$ cat src/hdl/box_sim_pkg.sv
// Shared types, colour constants and default raster and box parameters
package box_sim_pkg;

    // Signed screen coordinate or velocity in whole pixels
    typedef logic signed [10:0] coord_t;

    // State of one box, position is the top-left corner
    typedef struct packed {
        coord_t pos_x;
        coord_t pos_y;
        coord_t vel_x;
        coord_t vel_y;
    } box_t;

    typedef struct packed {
        logic [3:0] red;
        logic [3:0] green;
        logic [3:0] blue;
    } rgb_t;

    // Video word as it leaves the design
    typedef struct packed {
        logic hsync;
        logic vsync;
        logic vde;
        rgb_t rgb;
    } video_t;

    // Raster position with the matching sync and active levels
    typedef struct packed {
        coord_t draw_x;
        coord_t draw_y;
        logic   hsync;
        logic   vsync;
        logic   vde;
    } raster_t;

    // -------------------------------------------------------------------------
    // Colours
    // -------------------------------------------------------------------------
    localparam rgb_t COLOR_BG   = '{red: 4'h1, green: 4'h1, blue: 4'h3};
    localparam rgb_t COLOR_BOX1 = '{red: 4'hF, green: 4'h8, blue: 4'h0};
    localparam rgb_t COLOR_BOX2 = '{red: 4'h0, green: 4'hC, blue: 4'hF};
    localparam rgb_t COLOR_HIT  = '{red: 4'hF, green: 4'hF, blue: 4'hF};

    // -------------------------------------------------------------------------
    // Default 640x480 timing and box size
    // -------------------------------------------------------------------------
    localparam int H_ACTIVE_DEF = 640;
    localparam int H_FRONT_DEF  = 16;
    localparam int H_SYNC_DEF   = 96;
    localparam int H_BACK_DEF   = 48;
    localparam int V_ACTIVE_DEF = 480;
    localparam int V_FRONT_DEF  = 10;
    localparam int V_SYNC_DEF   = 2;
    localparam int V_BACK_DEF   = 33;
    localparam int BOX_SIZE_DEF = 16;

endpackage

$ cat src/hdl/vga_timing.sv
// Raster counters, registered sync and active levels, start-of-blanking pulse
`timescale 1ns/1ps

module vga_timing #(
    parameter int H_ACTIVE = box_sim_pkg::H_ACTIVE_DEF,
    parameter int H_FRONT  = box_sim_pkg::H_FRONT_DEF,
    parameter int H_SYNC   = box_sim_pkg::H_SYNC_DEF,
    parameter int H_BACK   = box_sim_pkg::H_BACK_DEF,
    parameter int V_ACTIVE = box_sim_pkg::V_ACTIVE_DEF,
    parameter int V_FRONT  = box_sim_pkg::V_FRONT_DEF,
    parameter int V_SYNC   = box_sim_pkg::V_SYNC_DEF,
    parameter int V_BACK   = box_sim_pkg::V_BACK_DEF
) (
    input  logic                 pixel_clk_i,
    input  logic                 arst_n_i,
    output box_sim_pkg::raster_t raster_o,
    output logic                 frame_tick_o
);
    import box_sim_pkg::*;

    localparam int H_TOTAL = H_ACTIVE + H_FRONT + H_SYNC + H_BACK;
    localparam int V_TOTAL = V_ACTIVE + V_FRONT + V_SYNC + V_BACK;

    localparam coord_t H_LAST       = coord_t'(H_TOTAL - 1);
    localparam coord_t V_LAST       = coord_t'(V_TOTAL - 1);
    localparam coord_t H_ACT        = coord_t'(H_ACTIVE);
    localparam coord_t V_ACT        = coord_t'(V_ACTIVE);
    localparam coord_t H_SYNC_START = coord_t'(H_ACTIVE + H_FRONT);
    localparam coord_t H_SYNC_END   = coord_t'(H_ACTIVE + H_FRONT + H_SYNC);
    localparam coord_t V_SYNC_START = coord_t'(V_ACTIVE + V_FRONT);
    localparam coord_t V_SYNC_END   = coord_t'(V_ACTIVE + V_FRONT + V_SYNC);
    localparam coord_t ZERO         = '0;

    coord_t h_cnt;
    coord_t v_cnt;

    // Pixel and line counters
    always_ff @(posedge pixel_clk_i or negedge arst_n_i) begin
        if (!arst_n_i) begin
            h_cnt <= ZERO;
            v_cnt <= ZERO;
        end else if (h_cnt == H_LAST) begin
            h_cnt <= ZERO;
            v_cnt <= (v_cnt == V_LAST) ? ZERO : v_cnt + 11'sd1;
        end else begin
            h_cnt <= h_cnt + 11'sd1;
        end
    end

    // Sync is active low, one register stage behind the counters
    always_ff @(posedge pixel_clk_i or negedge arst_n_i) begin
        if (!arst_n_i) begin
            raster_o     <= '{draw_x: ZERO, draw_y: ZERO, hsync: 1'b1, vsync: 1'b1, vde: 1'b0};
            frame_tick_o <= 1'b0;
        end else begin
            raster_o.draw_x <= h_cnt;
            raster_o.draw_y <= v_cnt;
            raster_o.hsync  <= !((h_cnt >= H_SYNC_START) && (h_cnt < H_SYNC_END));
            raster_o.vsync  <= !((v_cnt >= V_SYNC_START) && (v_cnt < V_SYNC_END));
            raster_o.vde    <= (h_cnt < H_ACT) && (v_cnt < V_ACT);
            // First pixel of the first blanking line
            frame_tick_o    <= (h_cnt == ZERO) && (v_cnt == V_ACT);
        end
    end

endmodule

$ cat src/hdl/box_physics.sv
// Two box state registers with per-frame motion, wall bounce and collision swap
`timescale 1ns/1ps

module box_physics #(
    parameter int                H_ACTIVE  = box_sim_pkg::H_ACTIVE_DEF,
    parameter int                V_ACTIVE  = box_sim_pkg::V_ACTIVE_DEF,
    parameter int                BOX_SIZE  = box_sim_pkg::BOX_SIZE_DEF,
    parameter box_sim_pkg::box_t BOX1_INIT = '0,
    parameter box_sim_pkg::box_t BOX2_INIT = '0
) (
    input  logic              pixel_clk_i,
    input  logic              arst_n_i,
    input  logic              run_i,
    input  logic              frame_tick_i,
    output box_sim_pkg::box_t box1_o,
    output box_sim_pkg::box_t box2_o,
    output logic              hit_o
);
    import box_sim_pkg::*;

    localparam coord_t SIZE  = coord_t'(BOX_SIZE);
    localparam coord_t X_MAX = coord_t'(H_ACTIVE - BOX_SIZE);
    localparam coord_t Y_MAX = coord_t'(V_ACTIVE - BOX_SIZE);
    localparam coord_t ZERO  = '0;

    box_t box1_q;
    box_t box2_q;
    box_t box1_sw;
    box_t box2_sw;
    box_t box1_d;
    box_t box2_d;
    logic overlap;
    logic hit_q;

    // -------------------------------------------------------------------------
    // Motion helpers
    // -------------------------------------------------------------------------

    // One axis: integrate, then clamp to [0, lim] and reverse on a wall hit
    function automatic void reflect(
        input  coord_t pos_in,
        input  coord_t vel_in,
        input  coord_t lim,
        output coord_t pos_out,
        output coord_t vel_out
    );
        coord_t sum;
        sum = pos_in + vel_in;
        if (sum < ZERO) begin
            pos_out = ZERO;
            vel_out = -vel_in;
        end else if (sum > lim) begin
            pos_out = lim;
            vel_out = -vel_in;
        end else begin
            pos_out = sum;
            vel_out = vel_in;
        end
    endfunction

    function automatic box_t step_box(input box_t b);
        box_t   r;
        coord_t px;
        coord_t py;
        coord_t vx;
        coord_t vy;
        reflect(b.pos_x, b.vel_x, X_MAX, px, vx);
        reflect(b.pos_y, b.vel_y, Y_MAX, py, vy);
        r = '{pos_x: px, pos_y: py, vel_x: vx, vel_y: vy};
        return r;
    endfunction

    // -------------------------------------------------------------------------
    // Next state
    // -------------------------------------------------------------------------
    always_comb begin
        // Axis-aligned overlap on both axes
        overlap = (box1_q.pos_x < box2_q.pos_x + SIZE) &&
                  (box2_q.pos_x < box1_q.pos_x + SIZE) &&
                  (box1_q.pos_y < box2_q.pos_y + SIZE) &&
                  (box2_q.pos_y < box1_q.pos_y + SIZE);

        box1_sw = box1_q;
        box2_sw = box2_q;
        // Equal masses, so an elastic hit just trades velocities
        if (overlap) begin
            box1_sw.vel_x = box2_q.vel_x;
            box1_sw.vel_y = box2_q.vel_y;
            box2_sw.vel_x = box1_q.vel_x;
            box2_sw.vel_y = box1_q.vel_y;
        end

        box1_d = step_box(box1_sw);
        box2_d = step_box(box2_sw);
    end

    // State update once per frame while running
    always_ff @(posedge pixel_clk_i or negedge arst_n_i) begin
        if (!arst_n_i) begin
            box1_q <= BOX1_INIT;
            box2_q <= BOX2_INIT;
            hit_q  <= 1'b0;
        end else if (frame_tick_i && run_i) begin
            box1_q <= box1_d;
            box2_q <= box2_d;
            hit_q  <= overlap;
        end
    end

    assign box1_o = box1_q;
    assign box2_o = box2_q;
    assign hit_o  = hit_q;

endmodule

$ cat src/hdl/pixel_mapper.sv
// Per-pixel box coverage, colour priority and registered video output
`timescale 1ns/1ps

module pixel_mapper #(
    parameter int BOX_SIZE = box_sim_pkg::BOX_SIZE_DEF
) (
    input  logic                 pixel_clk_i,
    input  logic                 arst_n_i,
    input  box_sim_pkg::raster_t raster_i,
    input  box_sim_pkg::box_t    box1_i,
    input  box_sim_pkg::box_t    box2_i,
    input  logic                 hit_i,
    output box_sim_pkg::video_t  video_o
);
    import box_sim_pkg::*;

    localparam coord_t SIZE = coord_t'(BOX_SIZE);

    logic   in_box1;
    logic   in_box2;
    rgb_t   pix_rgb;
    video_t video_q;

    // True when (x, y) lies in the square at the box position
    function automatic logic covers(input box_t b, input coord_t x, input coord_t y);
        return (x >= b.pos_x) && (x < b.pos_x + SIZE) &&
               (y >= b.pos_y) && (y < b.pos_y + SIZE);
    endfunction

    assign in_box1 = covers(box1_i, raster_i.draw_x, raster_i.draw_y);
    assign in_box2 = covers(box2_i, raster_i.draw_x, raster_i.draw_y);

    // Colour priority: blanking, hit, box 1, box 2, background
    always_comb begin
        if (!raster_i.vde) begin
            pix_rgb = '0;
        end else if ((in_box1 || in_box2) && hit_i) begin
            pix_rgb = COLOR_HIT;
        end else if (in_box1) begin
            pix_rgb = COLOR_BOX1;
        end else if (in_box2) begin
            pix_rgb = COLOR_BOX2;
        end else begin
            pix_rgb = COLOR_BG;
        end
    end

    // Colour and syncs share one stage so they stay aligned
    always_ff @(posedge pixel_clk_i or negedge arst_n_i) begin
        if (!arst_n_i) begin
            video_q <= '{hsync: 1'b1, vsync: 1'b1, vde: 1'b0, rgb: COLOR_BG};
        end else begin
            video_q.hsync <= raster_i.hsync;
            video_q.vsync <= raster_i.vsync;
            video_q.vde   <= raster_i.vde;
            video_q.rgb   <= pix_rgb;
        end
    end

    assign video_o = video_q;

endmodule

$ cat src/hdl/box_sim_top.sv
// Top level joining raster timing, box physics and pixel colour mapping
`timescale 1ns/1ps

module box_sim_top #(
    parameter int                H_ACTIVE  = box_sim_pkg::H_ACTIVE_DEF,
    parameter int                H_FRONT   = box_sim_pkg::H_FRONT_DEF,
    parameter int                H_SYNC    = box_sim_pkg::H_SYNC_DEF,
    parameter int                H_BACK    = box_sim_pkg::H_BACK_DEF,
    parameter int                V_ACTIVE  = box_sim_pkg::V_ACTIVE_DEF,
    parameter int                V_FRONT   = box_sim_pkg::V_FRONT_DEF,
    parameter int                V_SYNC    = box_sim_pkg::V_SYNC_DEF,
    parameter int                V_BACK    = box_sim_pkg::V_BACK_DEF,
    parameter int                BOX_SIZE  = box_sim_pkg::BOX_SIZE_DEF,
    parameter box_sim_pkg::box_t BOX1_INIT = '{pos_x: 11'sd100, pos_y: 11'sd80,
                                               vel_x: 11'sd3, vel_y: 11'sd2},
    parameter box_sim_pkg::box_t BOX2_INIT = '{pos_x: 11'sd400, pos_y: 11'sd200,
                                               vel_x: -11'sd2, vel_y: 11'sd1}
) (
    input  logic                pixel_clk_i,
    input  logic                arst_n_i,
    input  logic                run_i,
    output box_sim_pkg::video_t video_o
);
    import box_sim_pkg::*;

    raster_t raster;
    logic    frame_tick;
    box_t    box1;
    box_t    box2;
    logic    hit;

    // -------------------------------------------------------------------------
    // Raster timing
    // -------------------------------------------------------------------------
    vga_timing #(
        .H_ACTIVE (H_ACTIVE),
        .H_FRONT  (H_FRONT),
        .H_SYNC   (H_SYNC),
        .H_BACK   (H_BACK),
        .V_ACTIVE (V_ACTIVE),
        .V_FRONT  (V_FRONT),
        .V_SYNC   (V_SYNC),
        .V_BACK   (V_BACK)
    ) u_timing (
        .pixel_clk_i  (pixel_clk_i),
        .arst_n_i     (arst_n_i),
        .raster_o     (raster),
        .frame_tick_o (frame_tick)
    );

    // Physics steps during vertical blanking
    box_physics #(
        .H_ACTIVE  (H_ACTIVE),
        .V_ACTIVE  (V_ACTIVE),
        .BOX_SIZE  (BOX_SIZE),
        .BOX1_INIT (BOX1_INIT),
        .BOX2_INIT (BOX2_INIT)
    ) u_physics (
        .pixel_clk_i  (pixel_clk_i),
        .arst_n_i     (arst_n_i),
        .run_i        (run_i),
        .frame_tick_i (frame_tick),
        .box1_o       (box1),
        .box2_o       (box2),
        .hit_o        (hit)
    );

    // -------------------------------------------------------------------------
    // Colour output
    // -------------------------------------------------------------------------
    pixel_mapper #(
        .BOX_SIZE (BOX_SIZE)
    ) u_mapper (
        .pixel_clk_i (pixel_clk_i),
        .arst_n_i    (arst_n_i),
        .raster_i    (raster),
        .box1_i      (box1),
        .box2_i      (box2),
        .hit_i       (hit),
        .video_o     (video_o)
    );

endmodule

$ cat config.mk
export PLATFORM = sky130hd
export DESIGN_NAME = box_sim_top
export DESIGN_NICKNAME = d
export VERILOG_FILES = /design/src/hdl/box_sim_pkg.sv /design/src/hdl/vga_timing.sv /design/src/hdl/box_physics.sv /design/src/hdl/pixel_mapper.sv /design/src/hdl/box_sim_top.sv
export SDC_FILE = /design/constraint.sdc
export NUM_CORES = 1
export LEC_CHECK = 0
export BUFFER_PORTS_ARGS = -buffer_cell sky130_fd_sc_hd__buf_2
export CAP_MARGIN = 20
export CORE_MARGIN = 2
export CORE_UTILIZATION = 50
export CTS_CLUSTER_DIAMETER = 150
export DETAILED_ROUTE_END_ITERATION = 8
export PLACE_DENSITY = 0.66
export SYNTH_ARGS = -nofsm -noshare
export SYNTH_HDL_FRONTEND = slang
export SYNTH_HIERARCHICAL = 1
export SYNTH_SLANG_ARGS = --single-unit
$ cat constraint.sdc
create_clock -name pixel_clk_i -period 18.05 [get_ports pixel_clk_i]
set_clock_uncertainty 0.1 [all_clocks]
set_input_delay 0.9025 -clock pixel_clk_i [delete_from_list [all_inputs] [get_ports pixel_clk_i]]
set_output_delay 0.9025 -clock pixel_clk_i [all_outputs]
set_load 0.01 [all_outputs]
== After elaboration in Yosys (flattened, before gate mapping) ==
Cells that the tools add are included.

* Add/sub/neg operators: 14
* $mul: 0
* Divide/modulo/power cells: 0
* Order comparisons: 26
* Eq/ne operators: 3
* Shift-type cells: 0
* Mux-type cells: 24
* Bitwise operators: 0
* Reductions and logical operators: 19

{| class="wikitable"
|+ Operators with widths
! operator !! count
|-
| $mux W11 || 18
|-
| $lt A11 B11 Y1 || 8
|-
| $add A11 B11 Y11 || 4
|-
| $add A11 B6 Y11 const B || 4
|-
| $ge A11 B11 Y1 || 4
|-
| $lt A11 B1 Y1 const B || 4
|-
| $mux W22 || 2
|-
| $neg A11 Y11 || 4
|-
| $mux W12 || 3
|-
| $add A11 B2 Y11 const B || 2
|-
| $eq A11 B11 Y1 const B || 2
|-
| $gt A11 B10 Y1 const B || 2
|-
| $gt A11 B11 Y1 const B || 2
|-
| $lt A11 B10 Y1 const B || 2
|-
| $lt A11 B11 Y1 const B || 2
|-
| $logic_and A1 B1 Y1 || 15
|-
| $eq A11 B10 Y1 const B || 1
|-
| $ge A11 B10 Y1 const B || 1
|-
| $ge A11 B11 Y1 const B || 1
|-
| $logic_not A11 Y1 || 1
|-
| $mux W9 || 1
|-
| $logic_not A1 Y1 || 2
|-
| $logic_or A1 B1 Y1 || 1
|}

* Register bits: 152
* Latch bits: 0
* Bits in writable memories: 0
* Bits in read-only memories: 0
* Input bits: 3
* Output and inout bits: 15
* Logic and storage cells: 109
* Memories: 0

== Depth between registers and ports, before layout ==
* Word-level depth: 10
* Depth in mapped cells: 27
* Mapped depth without buffers: 23

== By module ==
The synthesis kept the hierarchy.

{| class="wikitable"
|+ By module, submodules not included
! module !! times used !! cells an instance !! area an instance (um2) !! seq. area each (um2)
|-
| box_physics || 1 || 1026 || 8235.4 || 2158.3
|-
| pixel_mapper || 1 || 315 || 2547.4 || 256.5
|-
| vga_timing || 1 || 147 || 1879.3 || 1203.7
|}

== Least setup slack after synthesis ==
Ideal clock, no wire load.

* Path type: register to register
* Start point: register u_physics.box1_q (netlist bit u_physics/box1_o[26])
* End point: register u_physics.box1_q (netlist bit u_physics/box1_o[20])
* Setup time: 131 ps
* Arrival time: 5869 ps
* Required time: 17819 ps
* Path slack: 11950 ps
* Stages on the path, launching flop included: 28
* Buffers on the path: 4
* Period minus slack after synthesis: 6100 ps
* Cell sequence: dfstp_2 -> ha_1 -> and3_1 -> xnor2_1 -> ha_1 -> a21o_1 -> a32o_2 -> a311oi_4 -> o211a_1 -> nand3_4 -> buf_6 -> buf_2 -> clkbuf_1 -> nand2_1 -> nand2_1 -> ha_1 -> fa_1 -> and3_1 -> or2_2 -> o311ai_1 -> a2111oi_0 -> or2_1 -> a311oi_1 -> nand3_1 -> buf_2 -> o31ai_1 -> xor2_1 -> o21ai_1

* Cells in the longest elaborated chain, start to end: 8
* Elaborated cells on any way between the ends: 12
* Classes of those cells: 3 x add/sub; 4 x order compare; 3 x mux; 2 x reduce/logical

{| class="wikitable"
|+ Ends and longest elaborated chain
! element !! line !! RTL
|-
| start, declared || box_physics.sv:26 || <nowiki>box_t box1_q;</nowiki>
|-
| start signal, assigned || box_physics.sv:104 || <nowiki>box1_q <= box1_d;</nowiki>
|-
| $add A11 B6 Y11 / $lt A11 B11 Y1 (equally long branches) || box_physics.sv:81, box_physics.sv:80 ||
|-
| $lt A11 B11 Y1 / $logic_and A1 B1 Y1 (equally long branches) || box_physics.sv:81, box_physics.sv:79 ||
|-
| $logic_and A1 B1 Y1 (*) || box_physics.sv:80 || <nowiki>(box1_q.pos_y < box2_q.pos_y + SIZE) &&</nowiki>
|-
| $mux W22 (*) || box_physics.sv:86 || <nowiki>if (overlap) begin</nowiki>
|-
| $add A11 B11 Y11 || box_physics.sv:48 || <nowiki>sum = pos_in + vel_in;</nowiki>
|-
| $gt A11 B11 Y1 || box_physics.sv:52 || <nowiki>end else if (sum > lim) begin</nowiki>
|-
| $mux W11 || box_physics.sv:52 ||
|-
| $mux W11 (*) || box_physics.sv:49 || <nowiki>if (sum < ZERO) begin</nowiki>
|}

Every way passes the cells marked *; elsewhere a longest branch is shown, timed or not.
A chain may end at the register's enable or synchronous reset.

== Final worst setup path ==
* Start point: register u_physics.box1_q (netlist bit u_physics/box1_o[26])
* End point: register u_physics.box2_q (netlist bit u_physics/box2_o[21])

* Cells in the longest elaborated chain, start to end: 8
* Elaborated cells on any way between the ends: 12
* Classes of those cells: 3 x add/sub; 4 x order compare; 3 x mux; 2 x reduce/logical

{| class="wikitable"
|+ Ends and longest elaborated chain
! element !! line !! RTL
|-
| $add A11 B6 Y11 / $lt A11 B11 Y1 (equally long branches) || box_physics.sv:81, box_physics.sv:80 ||
|-
| $lt A11 B11 Y1 / $logic_and A1 B1 Y1 (equally long branches) || box_physics.sv:81, box_physics.sv:79 ||
|-
| $logic_and A1 B1 Y1 (*) || box_physics.sv:80 ||
|-
| $mux W22 (*) || box_physics.sv:86 ||
|-
| $add A11 B11 Y11 || box_physics.sv:48 ||
|-
| $gt A11 B11 Y1 || box_physics.sv:52 ||
|-
| $mux W11 || box_physics.sv:52 ||
|-
| $mux W11 (*) || box_physics.sv:49 ||
|-
| end signal, assigned || box_physics.sv:105 || <nowiki>box2_q <= box2_d;</nowiki>
|-
| end, declared || box_physics.sv:27 || <nowiki>box_t box2_q;</nowiki>
|}

Marked as above.

==> metrics.yaml <==
global_routing:
  grt_pass1_vias: 10160
  overflow: 0
  grt_max_degree: 108
  antenna_found_initial: 0
  grt_pass1_wl_um: 52630
  grtUsageTotal: 0.2474
worst_setup_path:
  reg2reg_depth: 23
  required_ns: 18.28
  crit_buf_inv: 1
  cpLargestDelayFamily: "compound AO/OA/AOI/OAI gates"
  cp-end-kind: "flop"
  path_cells: "ha_1 -> and3_1 -> xnor2_1 -> ha_1 -> a21o_1 -> a32o_2 -> a311oi_4 -> o211a_1 -> nand3_4 -> nand2_1 -> nand2_1 -> ha_1 -> fa_1 -> nand3_1 -> a21oi_1 -> o41ai_1 -> xor2_1 -> inv_1 -> o31a_1 -> nor3_2 -> a211o_1 -> o21ai_0 -> a221oi_1"
  critPathMaxStageDelay_ns: 0.83
  critical_path_depth: 23
  critPathKind: "flop to flop"
  path_max_fanout: 64
  cpMostUsedCell: "ha_1"
  slowest_stage: "nor3_2"
  startpoint_type: "flop"
  critical_path_arrival_ns: 7.49
power_and_ir_drop:
  total_leakage_power_uw: 0.006478
  peakVddDrop_mv: 0.04173
  cellPowerDensity_mw_per_mm2: 49.23
  total_power_uw: 664.8
status:
  status: "finished clean"
drt:
  routed_wl_um: 31680
  met1_length_um: 15160
  via_per_inst: 5.850
  wl_per_cell_um: 17.33
  drt_iter0_drc: 766
  ant_nets: 0
  vias: 10690
  routed.top_layer: "met4"
  first_pass_iters: 5
  wl_met2_um: 14630
  route.met3.wl_um: 1202
  drc: 0
finish:
  final_nets: 1663
  final_cell_mix: "234 x nand2_1, 171 x ha_1, 111 x dfrtp_1"
  area_growth_syn_to_layout_pct: 6.641
  nFillCells: 2330
  mostFrequentLayoutCell: "nand2_1"
  multiInputGateArea_mm2: 0.008412
  regArea_mm2: 0.003618
  final_cell_count_no_fill: 1828
  n_antenna_cell: 0
  drive_gt1_frac: 0.09279
floorplan:
  core-area_mm2: 0.02504
  rows: 58
  dieArea_mm2: 0.02661
  start_util: 0.5057
  io_pins: 18
  die_h_um: 163.1
  die_w_um: 163.1
sta:
  drv_slew: 0
  slew_headroom: 0.2839
  setup_violations: 0
  hold_violations: 0
  tns_ns: 0
  worst_pin_slew_ns: 1.074
  fmax_mhz: 137.7
  fin_ws_ns: 10.79
  finalCritPeriodShare: 0.4023
  whs_ns: 0.2546
  period_needed_ns: 7.261
  rsz0062_at_grt: "false"
flow_run:
  max-cap-violations: 0
clocking:
  clkLatencyLatePin_ns: 0.43
  numCtsBuffers: 17
  cts_sinks: 143
  cts_resized: 0
  postCtsSetupBuffers: 0
  htreeDepth: 4
  path_clk_slew_ns: 0.06
  hold_buffers: 0
  cts.path.max_buffers: 2
  cts_tree: "built"
  root_buffer: "clkbuf_16"
yosys:
  synth-seq-cells: 143
  syn-instance-count: 1488
  synth-edff-count: 0
  netlist_area_mm2: 0.01266
  synth-main-ff-cell: "dfrtp_1"
  yosysWarnings: 6
  avgSynthCellArea_um2: 8.510
  seq_area_frac_synth: 0.2858
  yosysUniqueCellTypes: 99
  async_reset_ff_frac: 1.000
worst_hold_path:
  holdCritPathClass: "flop to flop"
  hold_depth: 0
placed_design:
  place_inst: 1796
  hpwl_um: 23190
  post-place-ws_ns: 10.97
  place_congestion: 0.8700
  io_buffers: 17
-- layer usage --
metal  vias to the layer above  GRT usage
li1                       5299          -
met1                      5127     0.3407
met3                        44    0.03834
met4                         0    0.07522
met5                         -          0
met2                       224     0.4010
-- sequential cells by signal, summed over array words and instances (netlist names) --
register and count:
u_physics/box2_o 42, u_mapper/video_o 10, u_timing/raster_o 25, u_physics/box1_o 42, u_timing/v_cnt 11, u_timing/h_cnt 11, u_timing/frame_tick_o 1, u_physics/hit_o 1
-- cells in the mapped netlist, drive strengths merged, types with 6 or more instances --
cell | instances | area, um^2
a211oi | 7 | 52.55
a21boi | 6 | 45.04
a21o | 16 | 120.1
a21oi | 91 | 459.2
a221o | 10 | 100.1
a31oi | 8 | 50.05
and2 | 10 | 62.56
and3 | 16 | 101.4
and4 | 7 | 63.81
buf | 25 | 171.4
clkbuf | 21 | 78.83
dfrtp | 111 | 2778
dfstp | 32 | 840.8
ha | 171 | 2140
inv | 107 | 401.6
mux2 | 15 | 176.4
mux2i | 20 | 212.7
nand2 | 236 | 893.4
nand2b | 10 | 65.06
nand3 | 72 | 385.4
nand4 | 17 | 106.4
nor2 | 76 | 287.8
nor2b | 15 | 93.84
nor3 | 35 | 207.7
nor4 | 13 | 81.33
o211ai | 11 | 96.34
o21a | 9 | 67.56
o21ai | 90 | 457.9
o21bai | 6 | 48.80
o22ai | 11 | 81.32
o31ai | 17 | 142.6
or2 | 6 | 37.54
or3 | 6 | 37.54
or4 | 6 | 45.04
xnor2 | 64 | 560.5
xor2 | 38 | 332.8
-- final timing paths --
| check | start | endpoint | slack, ns |
|---|---|---|---|
| max | u_physics/box1_o[26] | u_physics/box2_o[21] | 10.79 |
| min | u_timing/raster_o[2] | u_mapper/video_o[14] | 0.25 |
| max reg2reg | u_physics/box1_o[26] | u_physics/box2_o[21] | 10.79 |
| min reg2reg | u_timing/raster_o[2] | u_mapper/video_o[14] | 0.25 |
| max in group asynchronous | arst_n_i | u_physics/box2_o[42] | 16.03 |
| min in group asynchronous | arst_n_i | u_timing/raster_o[0] | 0.39 |
-- where the power goes --
group	internal (uW)	switching [uW]
logic	3.21	10.2
registers	321	0.0552
clock network	180	150
-- final cells by class --
type                    count  area share
repair buffers             21    0.008988
clock buffers              20     0.03308
inverters                 107     0.02974
well taps                 330     0.03058
clock inverters            12    0.006672
multi-input cells        1195      0.6230
flip-flops and latches    143      0.2680
-- cells by family after synthesis --
kind of cell,Yosys count,synth area share
and+or+nand+nor,549,0.2121
AOI/OAI and AO/OA,330,0.1738
adders and majority gates,175,0.1753
buffers and inverters,153,0.05148
DFF,143,0.2858
xor gates and xnor gates,102,0.07055
muxes,35,0.03073
other,1,0.0002962
-- metrics by stage --
| step | area (um^2) | util |
|---|---|---|
| detailed placement | 12970 | 0.5179 |
| floorplan | 12670 | - |
| global route | 13500 | 0.5393 |
| global placement | 12970 | 0.5179 |
| finish | 13500 | 0.5393 |
| CTS | 13500 | 0.5393 |
Note: power is estimated with default switching activity, not from simulation.
